### src/memPkg.sv
// even parity per byte, the address field is wider than any memory built from it
`default_nettype none

package memPkg;

    localparam int DATA_WIDTH     = 32;
    localparam int BYTE_COUNT     = 4;
    localparam int MAX_ADDR_WIDTH = 16;

    // stored word carries one parity bit per byte above the data
    localparam int STORED_WIDTH   = DATA_WIDTH + BYTE_COUNT;

    typedef logic [DATA_WIDTH-1:0]     dataT;
    typedef logic [BYTE_COUNT-1:0]     byteMaskT;
    typedef logic [MAX_ADDR_WIDTH-1:0] addrT;
    typedef logic [STORED_WIDTH-1:0]   storedWordT;

    // request as seen on the external port
    typedef struct packed {
        logic     write;
        logic     poison;
        byteMaskT byteMask;
        addrT     addr;
        dataT     data;
    } memRequestT;

    // request after parity generation, word[35:32] holds the parity bits
    typedef struct packed {
        logic       write;
        byteMaskT   byteMask;
        addrT       addr;
        storedWordT word;
    } storedRequestT;

    // read response, one error flag per byte
    typedef struct packed {
        dataT     data;
        byteMaskT parityErr;
    } memResponseT;

endpackage

`default_nettype wire

### src/requestIssuer.sv
// FIFO_DEPTH must match the downstream FIFO depth, inReady only means a credit is left
`timescale 1ns/1ps
`default_nettype none

module requestIssuer #(
    parameter int FIFO_DEPTH = 4
) (
    input  logic                  clk,
    input  logic                  reset,
    input  logic                  inValid,
    output logic                  inReady,
    input  memPkg::memRequestT    inReq,
    output logic                  pushValid,
    output memPkg::storedRequestT pushItem,
    input  logic                  creditReturn
);
    import memPkg::*;

    localparam int CREDIT_WIDTH = $clog2(FIFO_DEPTH + 1);

    logic [CREDIT_WIDTH-1:0] creditCount;
    logic                    accept;
    byteMaskT                parityBits;
    logic                    invertParity;

    assign inReady = (creditCount != '0);
    assign accept  = inValid && inReady;

    // poisoned writes store inverted parity so reads flag those bytes
    assign invertParity = inReq.write && inReq.poison;

    always_comb begin
        for (int i = 0; i < BYTE_COUNT; i++) begin
            parityBits[i] = (^inReq.data[i*8 +: 8]) ^ invertParity;
        end
    end

    // one credit per accepted request, returned when the memory pops it
    always_ff @(posedge clk) begin
        if (reset) begin
            creditCount <= CREDIT_WIDTH'(FIFO_DEPTH);
        end else begin
            case ({accept, creditReturn})
                2'b10:   creditCount <= creditCount - 1'b1;
                2'b01:   creditCount <= creditCount + 1'b1;
                default: creditCount <= creditCount;
            endcase
        end
    end

    always_ff @(posedge clk) begin
        if (reset) begin
            pushValid <= 1'b0;
        end else begin
            pushValid <= accept;
        end
    end

    always_ff @(posedge clk) begin
        if (accept) begin
            pushItem.write    <= inReq.write;
            pushItem.byteMask <= inReq.byteMask;
            pushItem.addr     <= inReq.addr;
            pushItem.word     <= {parityBits, inReq.data[DATA_WIDTH-1:0]};
        end
    end

endmodule

`default_nettype wire

### src/creditFifo.sv
// no full flag, the pusher must hold a credit for every push
`timescale 1ns/1ps
`default_nettype none

module creditFifo #(
    parameter int  DEPTH = 4,
    parameter type itemT = logic [7:0]
) (
    input  logic clk,
    input  logic reset,
    input  logic pushValid,
    input  itemT pushItem,
    output logic popValid,
    output itemT popItem,
    input  logic popTake,
    output logic creditReturn
);

    localparam int PTR_WIDTH   = (DEPTH > 1) ? $clog2(DEPTH) : 1;
    localparam int COUNT_WIDTH = $clog2(DEPTH + 1);

    itemT                   buffer [DEPTH];
    logic [PTR_WIDTH-1:0]   wrPtr;
    logic [PTR_WIDTH-1:0]   rdPtr;
    logic [COUNT_WIDTH-1:0] count;
    logic                   doPop;

    // wrap explicitly so depths other than powers of two work
    function automatic logic [PTR_WIDTH-1:0] nextPtr(input logic [PTR_WIDTH-1:0] ptr);
        logic [PTR_WIDTH-1:0] result;
        if (ptr == PTR_WIDTH'(DEPTH - 1)) begin
            result = '0;
        end else begin
            result = ptr + 1'b1;
        end
        return result;
    endfunction

    assign popValid     = (count != '0);
    assign popItem      = buffer[rdPtr];
    assign doPop        = popValid && popTake;
    // a credit goes back in the same cycle the entry leaves
    assign creditReturn = doPop;

    always_ff @(posedge clk) begin
        if (pushValid) begin
            buffer[wrPtr] <= pushItem;
        end
    end

    always_ff @(posedge clk) begin
        if (reset) begin
            wrPtr <= '0;
            rdPtr <= '0;
            count <= '0;
        end else begin
            if (pushValid) begin
                wrPtr <= nextPtr(wrPtr);
            end
            if (doPop) begin
                rdPtr <= nextPtr(rdPtr);
            end
            case ({pushValid, doPop})
                2'b10:   count <= count + 1'b1;
                2'b01:   count <= count - 1'b1;
                default: count <= count;
            endcase
        end
    end

endmodule

`default_nettype wire

### src/parityMemory.sv
// storage has no reset and no preload, reads of unwritten words return undefined data
`timescale 1ns/1ps
`default_nettype none

module parityMemory #(
    parameter int ADDR_WIDTH = 4
) (
    input  logic                  clk,
    input  logic                  reset,
    input  logic                  popValid,
    input  memPkg::storedRequestT popItem,
    output logic                  popTake,
    input  logic                  rspStall,
    output logic                  rspValid,
    output memPkg::memResponseT   rsp
);
    import memPkg::*;

    localparam int WORD_COUNT = 1 << ADDR_WIDTH;
    // each byte sits beside its parity bit in a 9-bit lane
    localparam int LANE_WIDTH = 9;

    logic [STORED_WIDTH-1:0] storage [WORD_COUNT];
    logic [ADDR_WIDTH-1:0]   addr;
    logic [STORED_WIDTH-1:0] writeLanes;
    logic [STORED_WIDTH-1:0] readLanes;
    logic                    takeRead;

    // nothing leaves the FIFO while the response side stalls
    assign popTake  = popValid && !rspStall;
    assign takeRead = popTake && !popItem.write;
    assign addr     = popItem.addr[ADDR_WIDTH-1:0];

    // incoming word has parity in the top nibble, storage interleaves it
    always_comb begin
        for (int i = 0; i < BYTE_COUNT; i++) begin
            writeLanes[i*LANE_WIDTH +: LANE_WIDTH] =
                {popItem.word[DATA_WIDTH + i], popItem.word[i*8 +: 8]};
        end
    end

    always_ff @(posedge clk) begin
        if (popTake && popItem.write) begin
            for (int i = 0; i < BYTE_COUNT; i++) begin
                if (popItem.byteMask[i]) begin
                    storage[addr][i*LANE_WIDTH +: LANE_WIDTH] <=
                        writeLanes[i*LANE_WIDTH +: LANE_WIDTH];
                end
            end
        end
    end

    // response register, holds the last word read
    always_ff @(posedge clk) begin
        if (takeRead) begin
            readLanes <= storage[addr];
        end
    end

    always_ff @(posedge clk) begin
        if (reset) begin
            rspValid <= 1'b0;
        end else begin
            rspValid <= takeRead;
        end
    end

    // a lane with even parity XORs to zero, anything else is an error
    always_comb begin
        for (int i = 0; i < BYTE_COUNT; i++) begin
            rsp.data[i*8 +: 8] = readLanes[i*LANE_WIDTH +: 8];
            rsp.parityErr[i]   = ^readLanes[i*LANE_WIDTH +: LANE_WIDTH];
        end
    end

endmodule

`default_nettype wire

### src/memSubsystem.sv
// ADDR_WIDTH at most 16, writes give no response, rspStall only holds back new takes
`timescale 1ns/1ps
`default_nettype none

module memSubsystem #(
    parameter int ADDR_WIDTH = 4,
    parameter int FIFO_DEPTH = 4
) (
    input  logic                clk,
    input  logic                reset,
    input  logic                inValid,
    output logic                inReady,
    input  memPkg::memRequestT  inReq,
    input  logic                rspStall,
    output logic                rspValid,
    output memPkg::memResponseT rsp
);
    import memPkg::*;

    logic          pushValid;
    storedRequestT pushItem;
    logic          popValid;
    storedRequestT popItem;
    logic          popTake;
    logic          creditReturn;

    requestIssuer #(
        .FIFO_DEPTH(FIFO_DEPTH)
    ) issuer (
        .clk          (clk),
        .reset        (reset),
        .inValid      (inValid),
        .inReady      (inReady),
        .inReq        (inReq),
        .pushValid    (pushValid),
        .pushItem     (pushItem),
        .creditReturn (creditReturn)
    );

    creditFifo #(
        .DEPTH (FIFO_DEPTH),
        .itemT (storedRequestT)
    ) fifo (
        .clk          (clk),
        .reset        (reset),
        .pushValid    (pushValid),
        .pushItem     (pushItem),
        .popValid     (popValid),
        .popItem      (popItem),
        .popTake      (popTake),
        .creditReturn (creditReturn)
    );

    parityMemory #(
        .ADDR_WIDTH(ADDR_WIDTH)
    ) memory (
        .clk      (clk),
        .reset    (reset),
        .popValid (popValid),
        .popItem  (popItem),
        .popTake  (popTake),
        .rspStall (rspStall),
        .rspValid (rspValid),
        .rsp      (rsp)
    );

endmodule

`default_nettype wire

### config.mk
export PLATFORM = sky130hd
export DESIGN_NAME = memSubsystem
export DESIGN_NICKNAME = d
export VERILOG_FILES = /design/src/memPkg.sv /design/src/requestIssuer.sv /design/src/creditFifo.sv /design/src/parityMemory.sv /design/src/memSubsystem.sv
export SDC_FILE = /design/constraint.sdc
export NUM_CORES = 1
export LEC_CHECK = 0
export BUFFER_PORTS_ARGS = -buffer_cell sky130_fd_sc_hd__buf_2
export CAP_MARGIN = 25
export CORE_MARGIN = 8
export CORE_UTILIZATION = 28
export DETAILED_ROUTE_END_ITERATION = 16
export PLACE_DENSITY_LB_ADDON = 0.2
export SLEW_MARGIN = 25
export SYNTH_ARGS = -nofsm -noshare
export SYNTH_HDL_FRONTEND = slang
export SYNTH_SLANG_ARGS = --single-unit
### constraint.sdc
create_clock -name clk -period 6.5 [get_ports clk]
set_input_delay 1.3 -clock clk [delete_from_list [all_inputs] [get_ports clk]]
set_output_delay 1.3 -clock clk [all_outputs]
set_load 0.005 [all_outputs]
Yosys cells after proc, flatten, opt, wreduce, memory -nomap -nowiden --
Memory sizes are Yosys's and may differ from the RTL's. A register that Yosys moved wholly into a read port is not among the register bits. Index checks and enable logic that the tools add are counted.
Cells by class: add/sub/neg operators 6, equality and inequality tests 6, mux-type cells 20, bitwise operators 4, reductions and logical operators 20
Operators by type and width (count):
- 9-bit XOR reduction | 4
- 8-bit XOR reduction | 4
- 1-bit two-way mux | 14
- 3-bit case mux with 2 select lines | 2
- 2-bit equality test (second input constant) | 4
- 2-bit two-way mux | 4
- 3-bit by 1-bit adder with 3-bit output (second input constant) | 2
- 1-bit logical AND | 6
- 3-bit nonzero test | 2
- 3-bit by 1-bit subtractor with 3-bit output (second input constant) | 2
- 2-bit by 1-bit adder with 2-bit output (second input constant) | 2
- 2-bit by 1-bit equality test with 1-bit output (second input constant) | 2
- 2-bit nonzero test | 2
- 1-bit XOR | 4
- 1-bit zero test | 2
Storage, ports and cells: flip-flop bits (word level) 69, memory bits (writable) 804, memories kept 2
Memories:
- memory.storage | words 16, bits a word 36, read ports 1, clocked after Yosys merged registers in 1, write ports 1, RTL line parityMemory.sv:23 | logic [STORED_WIDTH-1:0] storage [WORD_COUNT];
- fifo.buffer | words 4, bits a word 57, read ports 1, clocked after Yosys merged registers in 1, write ports 1, RTL line creditFifo.sv:22 | itemT buffer [DEPTH];

Depth between registers and ports, before layout --
word-level depth 5, depth in mapped cells 9, gate-level depth less buffers 8

Hierarchy --
A second synthesis with hierarchy kept.
Unflattened totals: cells, all modules 1526, area total of the unflattened synthesis 34455.5 um2
By module, submodules not included:
- parityMemory | instances 1, cells each 1076, area an instance 23555.1 um2, seq. area each 18397.6 um2
- creditFifo | instances 1, cells each 345, area an instance 8667.1 um2, seq. area each 7026.7 um2
- requestIssuer | instances 1, cells each 105, area an instance 2233.4 um2, seq. area each 1791.7 um2

Least setup slack after synthesis --
No wires, ideal clock.
path type input to register, start point in rspStall, end point reg memory.readLanes[0] (read register of memory.storage) (enable), arrival time 3.853 ns, required time 6.026 ns, slack 2.173 ns, cell stages on the path 1, path buffers 0, cell sequence nor3_1
Between the ends: word-level cells in the longest chain between the ends 3
RTL lines:
- start, declared | RTL line memSubsystem.sv:14 | input logic rspStall,
- 1-bit zero test | RTL line parityMemory.sv:30 | assign popTake = popValid && !rspStall;
- 1-bit logical AND | RTL line parityMemory.sv:30
- 1-bit logical AND | RTL line parityMemory.sv:31 | assign takeRead = popTake && !popItem.write;
- end, declared | RTL line parityMemory.sv:26 | logic [STORED_WIDTH-1:0] readLanes;
No other way between the ends. A chain may end at the register's enable or synchronous reset.

==> qor.txt <==
Register Area = 0.0254 sq mm
Maximum vdd drop = 0.280 mV
DRT Pass-1 Iters = 5
Fin area = 0.0376 sq mm
CP top delay family = multiplexers
Post-CTS Setup Repair Bufs = 0
Fmax = 252 MHz
CTS tree = built
Vias/cell = 4.46
Area of the multi-input gates = 0.00669 sq mm
Worst min path class = reg2reg
H-Tree Depth = 3
Cell Area, Synth = 0.0329 sq mm
Nets@finish = 1925
Pins Over Slew Limit = 0
Max cap viols = 0
Chip width = 359 microns
Cell variety after synth = 30
PostCTS Resize Cnt = 0
Num CTS Buffers = 91
LEAKAGE = 0.0123 uW
Final setup violation count = 0
Slowest-stage cell, CP = mux4_4
CP Class = reg2reg
Synthesized Nets = 1839
Bufs and invs on worst path = 1
Period minus WS final = 3960 ps
Cell chain of the critical path = mux4_4, buf_12, mux2i_1, o22ai_1, o21ai_1, o21ai_1
Antenna viol nets, final = 0
Wirelength, routed = 71800 microns
Final HPWL DP = 43900 microns
Routed len/inst = 20.8 microns
# port buffers = 83
Total gr overflow = 0
Core box area = 0.116 sq mm
CP Capture Type = register
Antenna violations before repair = 0
Clk slew on worst S/H paths = 60 ps
Worst-Margin Slew = 1070 ps
Global-route wire length before repair = 105000 microns
Layout cells sized above 1 = 16.6%
Clk root buf = clkbuf_16
Final setup TNS = 0 ps
Ys Warns = 0
WP data arrival = 4280 ps
# DRC = 0
Avg Inst Size Synth = 18.6 sq um
Largest buffer count on any clock path = 3
Starting DRT DRC Count = 807
GPL Wtd Cong = 0.714
Via count = 15400
Overall Global Routing Usage = 10.8%
Period Utilization, post-route = 61.0%
Gate Count Post-Synth = 1772
Vias in the first global route = 16100
Worst-Skew Late Latency = 640 ps
Yosys reg bits = 851
Clk_skew = 22.2 ps
# rows = 125
Die extent in y = 359 microns
# hold bufs at CTS = 0
Status = completed
Slew headroom = 29.0%
Share of the yosys chip area belonging to registers = 77.2%
Pwr per Cell Area = 390 mW/mm^2
Syn-to-layout area delta = 14.2%
Crit-path max cell delay = 1030 ps
Crit start category = register
Final Non-Filler Cells = 3457
Post-DP Area = 0.0347 sq mm
Filler cells = 11200
Inst Count DP = 3286
Crit Path Max Fanout = 142
# IOs = 96
Starting density of the core = 28.3%
Largest net degree at the start of global routing = 143
Clk sinks = 851
Full die area = 0.129 sq mm
Unrepaired setup endpoints after global routing = false
Fin. Hold Viols = 0
Required @ worst endpoint = 6810 ps
Cell mode on critical path = o21ai_1
layout make-up:
cell class / count / area share, %
Antenna cell: 3 / 0.0200
Clock buffer: 116 / 6.56
Clock inverter: 49 / 1.02
Tap cell: 1524 / 5.07
Multi-Input combinational cell: 794 / 17.8
Inverter: 8 / 0.0865
Timing Repair Buffer: 112 / 1.80
Sequential cell: 851 / 67.6
through the flow:
stage,utilization [%],setup slack (ps),total power [uW],hold slack (ps)
2_1_floorplan,-,2170,9030,459
3_3_place_gp,29.7,2430,9870,465
3_5_place_dp,29.8,2390,9950,483
4_1_cts,32.2,2400,14900,492
5_1_grt,32.3,2260,15300,502
6_report,32.3,2540,14700,491
flip-flops by register name, indices dropped and copies added, names as in the netlist, named ones only:
name	count
fifo.count	3
issuer.pushValid	1
fifo.buffer	180
memory.rspValid	1
fifo.rdPtr	2
fifo.wrPtr	2
memory.storage	576
issuer.creditCount	3
issuer.pushItem	45
memory.readLanes	36
logic make-up (layout without fill, tap and decap cells):
group                      Yosys count  after routing  share of synthesized area [%]
and+or+nand+nor                    159            159                           1.98
adders and majority gates            9              9                          0.388
AOI/OAI and AO/OA                  221            221                           3.91
muxes                              337            337                           12.0
other                                0              3                              0
buffers and inverters              127            285                           2.71
xor gates and xnor gates            68             68                           1.81
DFF                                851            851                           77.2
report_power, final:
group	total (uW)	switching, uW	internal (uW)
clock network	4890	2020	2870
logic	2940	1920	1020
registers	6820	124	6700
total	14700	4060	10600
cells in the mapped netlist (all sizes together):
master / n / area share [%]
a21oi: 3 / 0.046
and2: 7 / 0.13
and2b: 2 / 0.049
buf: 96 / 2.4
clkbuf: 23 / 0.26
dfxtp: 14 / 0.85
edfxtp: 837 / 76
fa: 2 / 0.12
ha: 7 / 0.27
inv: 8 / 0.091
mux2i: 292 / 8.9
mux4: 45 / 3.1
nand2: 23 / 0.26
nand2b: 2 / 0.038
nor2: 114 / 1.3
nor2b: 2 / 0.038
nor3: 4 / 0.061
nor4: 1 / 0.019
o21ai: 74 / 1.1
o22ai: 144 / 2.7
or2: 1 / 0.019
or3: 2 / 0.038
or3b: 1 / 0.027
xnor2: 52 / 1.4
xor2: 16 / 0.43
cells in the final DEF (no fill, tap or decap), drive strengths merged:
cell type,n
or3b,1
xnor2,52
mux4,45
xor2,16
nor4,1
and2b,2
diode,3
or3,2
clkinvlp,3
nand2b,2
clkbuf,116
edfxtp,837
bufinv,5
nor2b,2
o21ai,74
nor2,114
ha,7
buf,112
inv,11
dfxtp,14
or2,1
clkinv,38
nand2,23
nor3,4
fa,2
a21oi,3
o22ai,144
mux2i,292
and2,7
path summary, 6_finish.rpt:
check	from	end	slack (ps)	cells past startpoint
worst max-delay path	register	memory.readLanes[14]	2540	6
worst min-delay path	issuer.pushItem[25]	fifo.buffer[2][25]	490	0
worst max register to register	register	memory.readLanes[14]	2540	6
worst min register to register	issuer.pushItem[25]	fifo.buffer[2][25]	490	0
per-layer routing:
metal / track usage (%) / vias to the layer above / wire, microns
met5: 0 / - / 0
met4: 2.99 / 0 / 1150
met3: 1.76 / 84 / 2920
li1: - / 7149 / -
met2: 18.9 / 291 / 35900
met1: 13.8 / 7892 / 31900
Note: power is estimated with default switching activity, not from simulation.
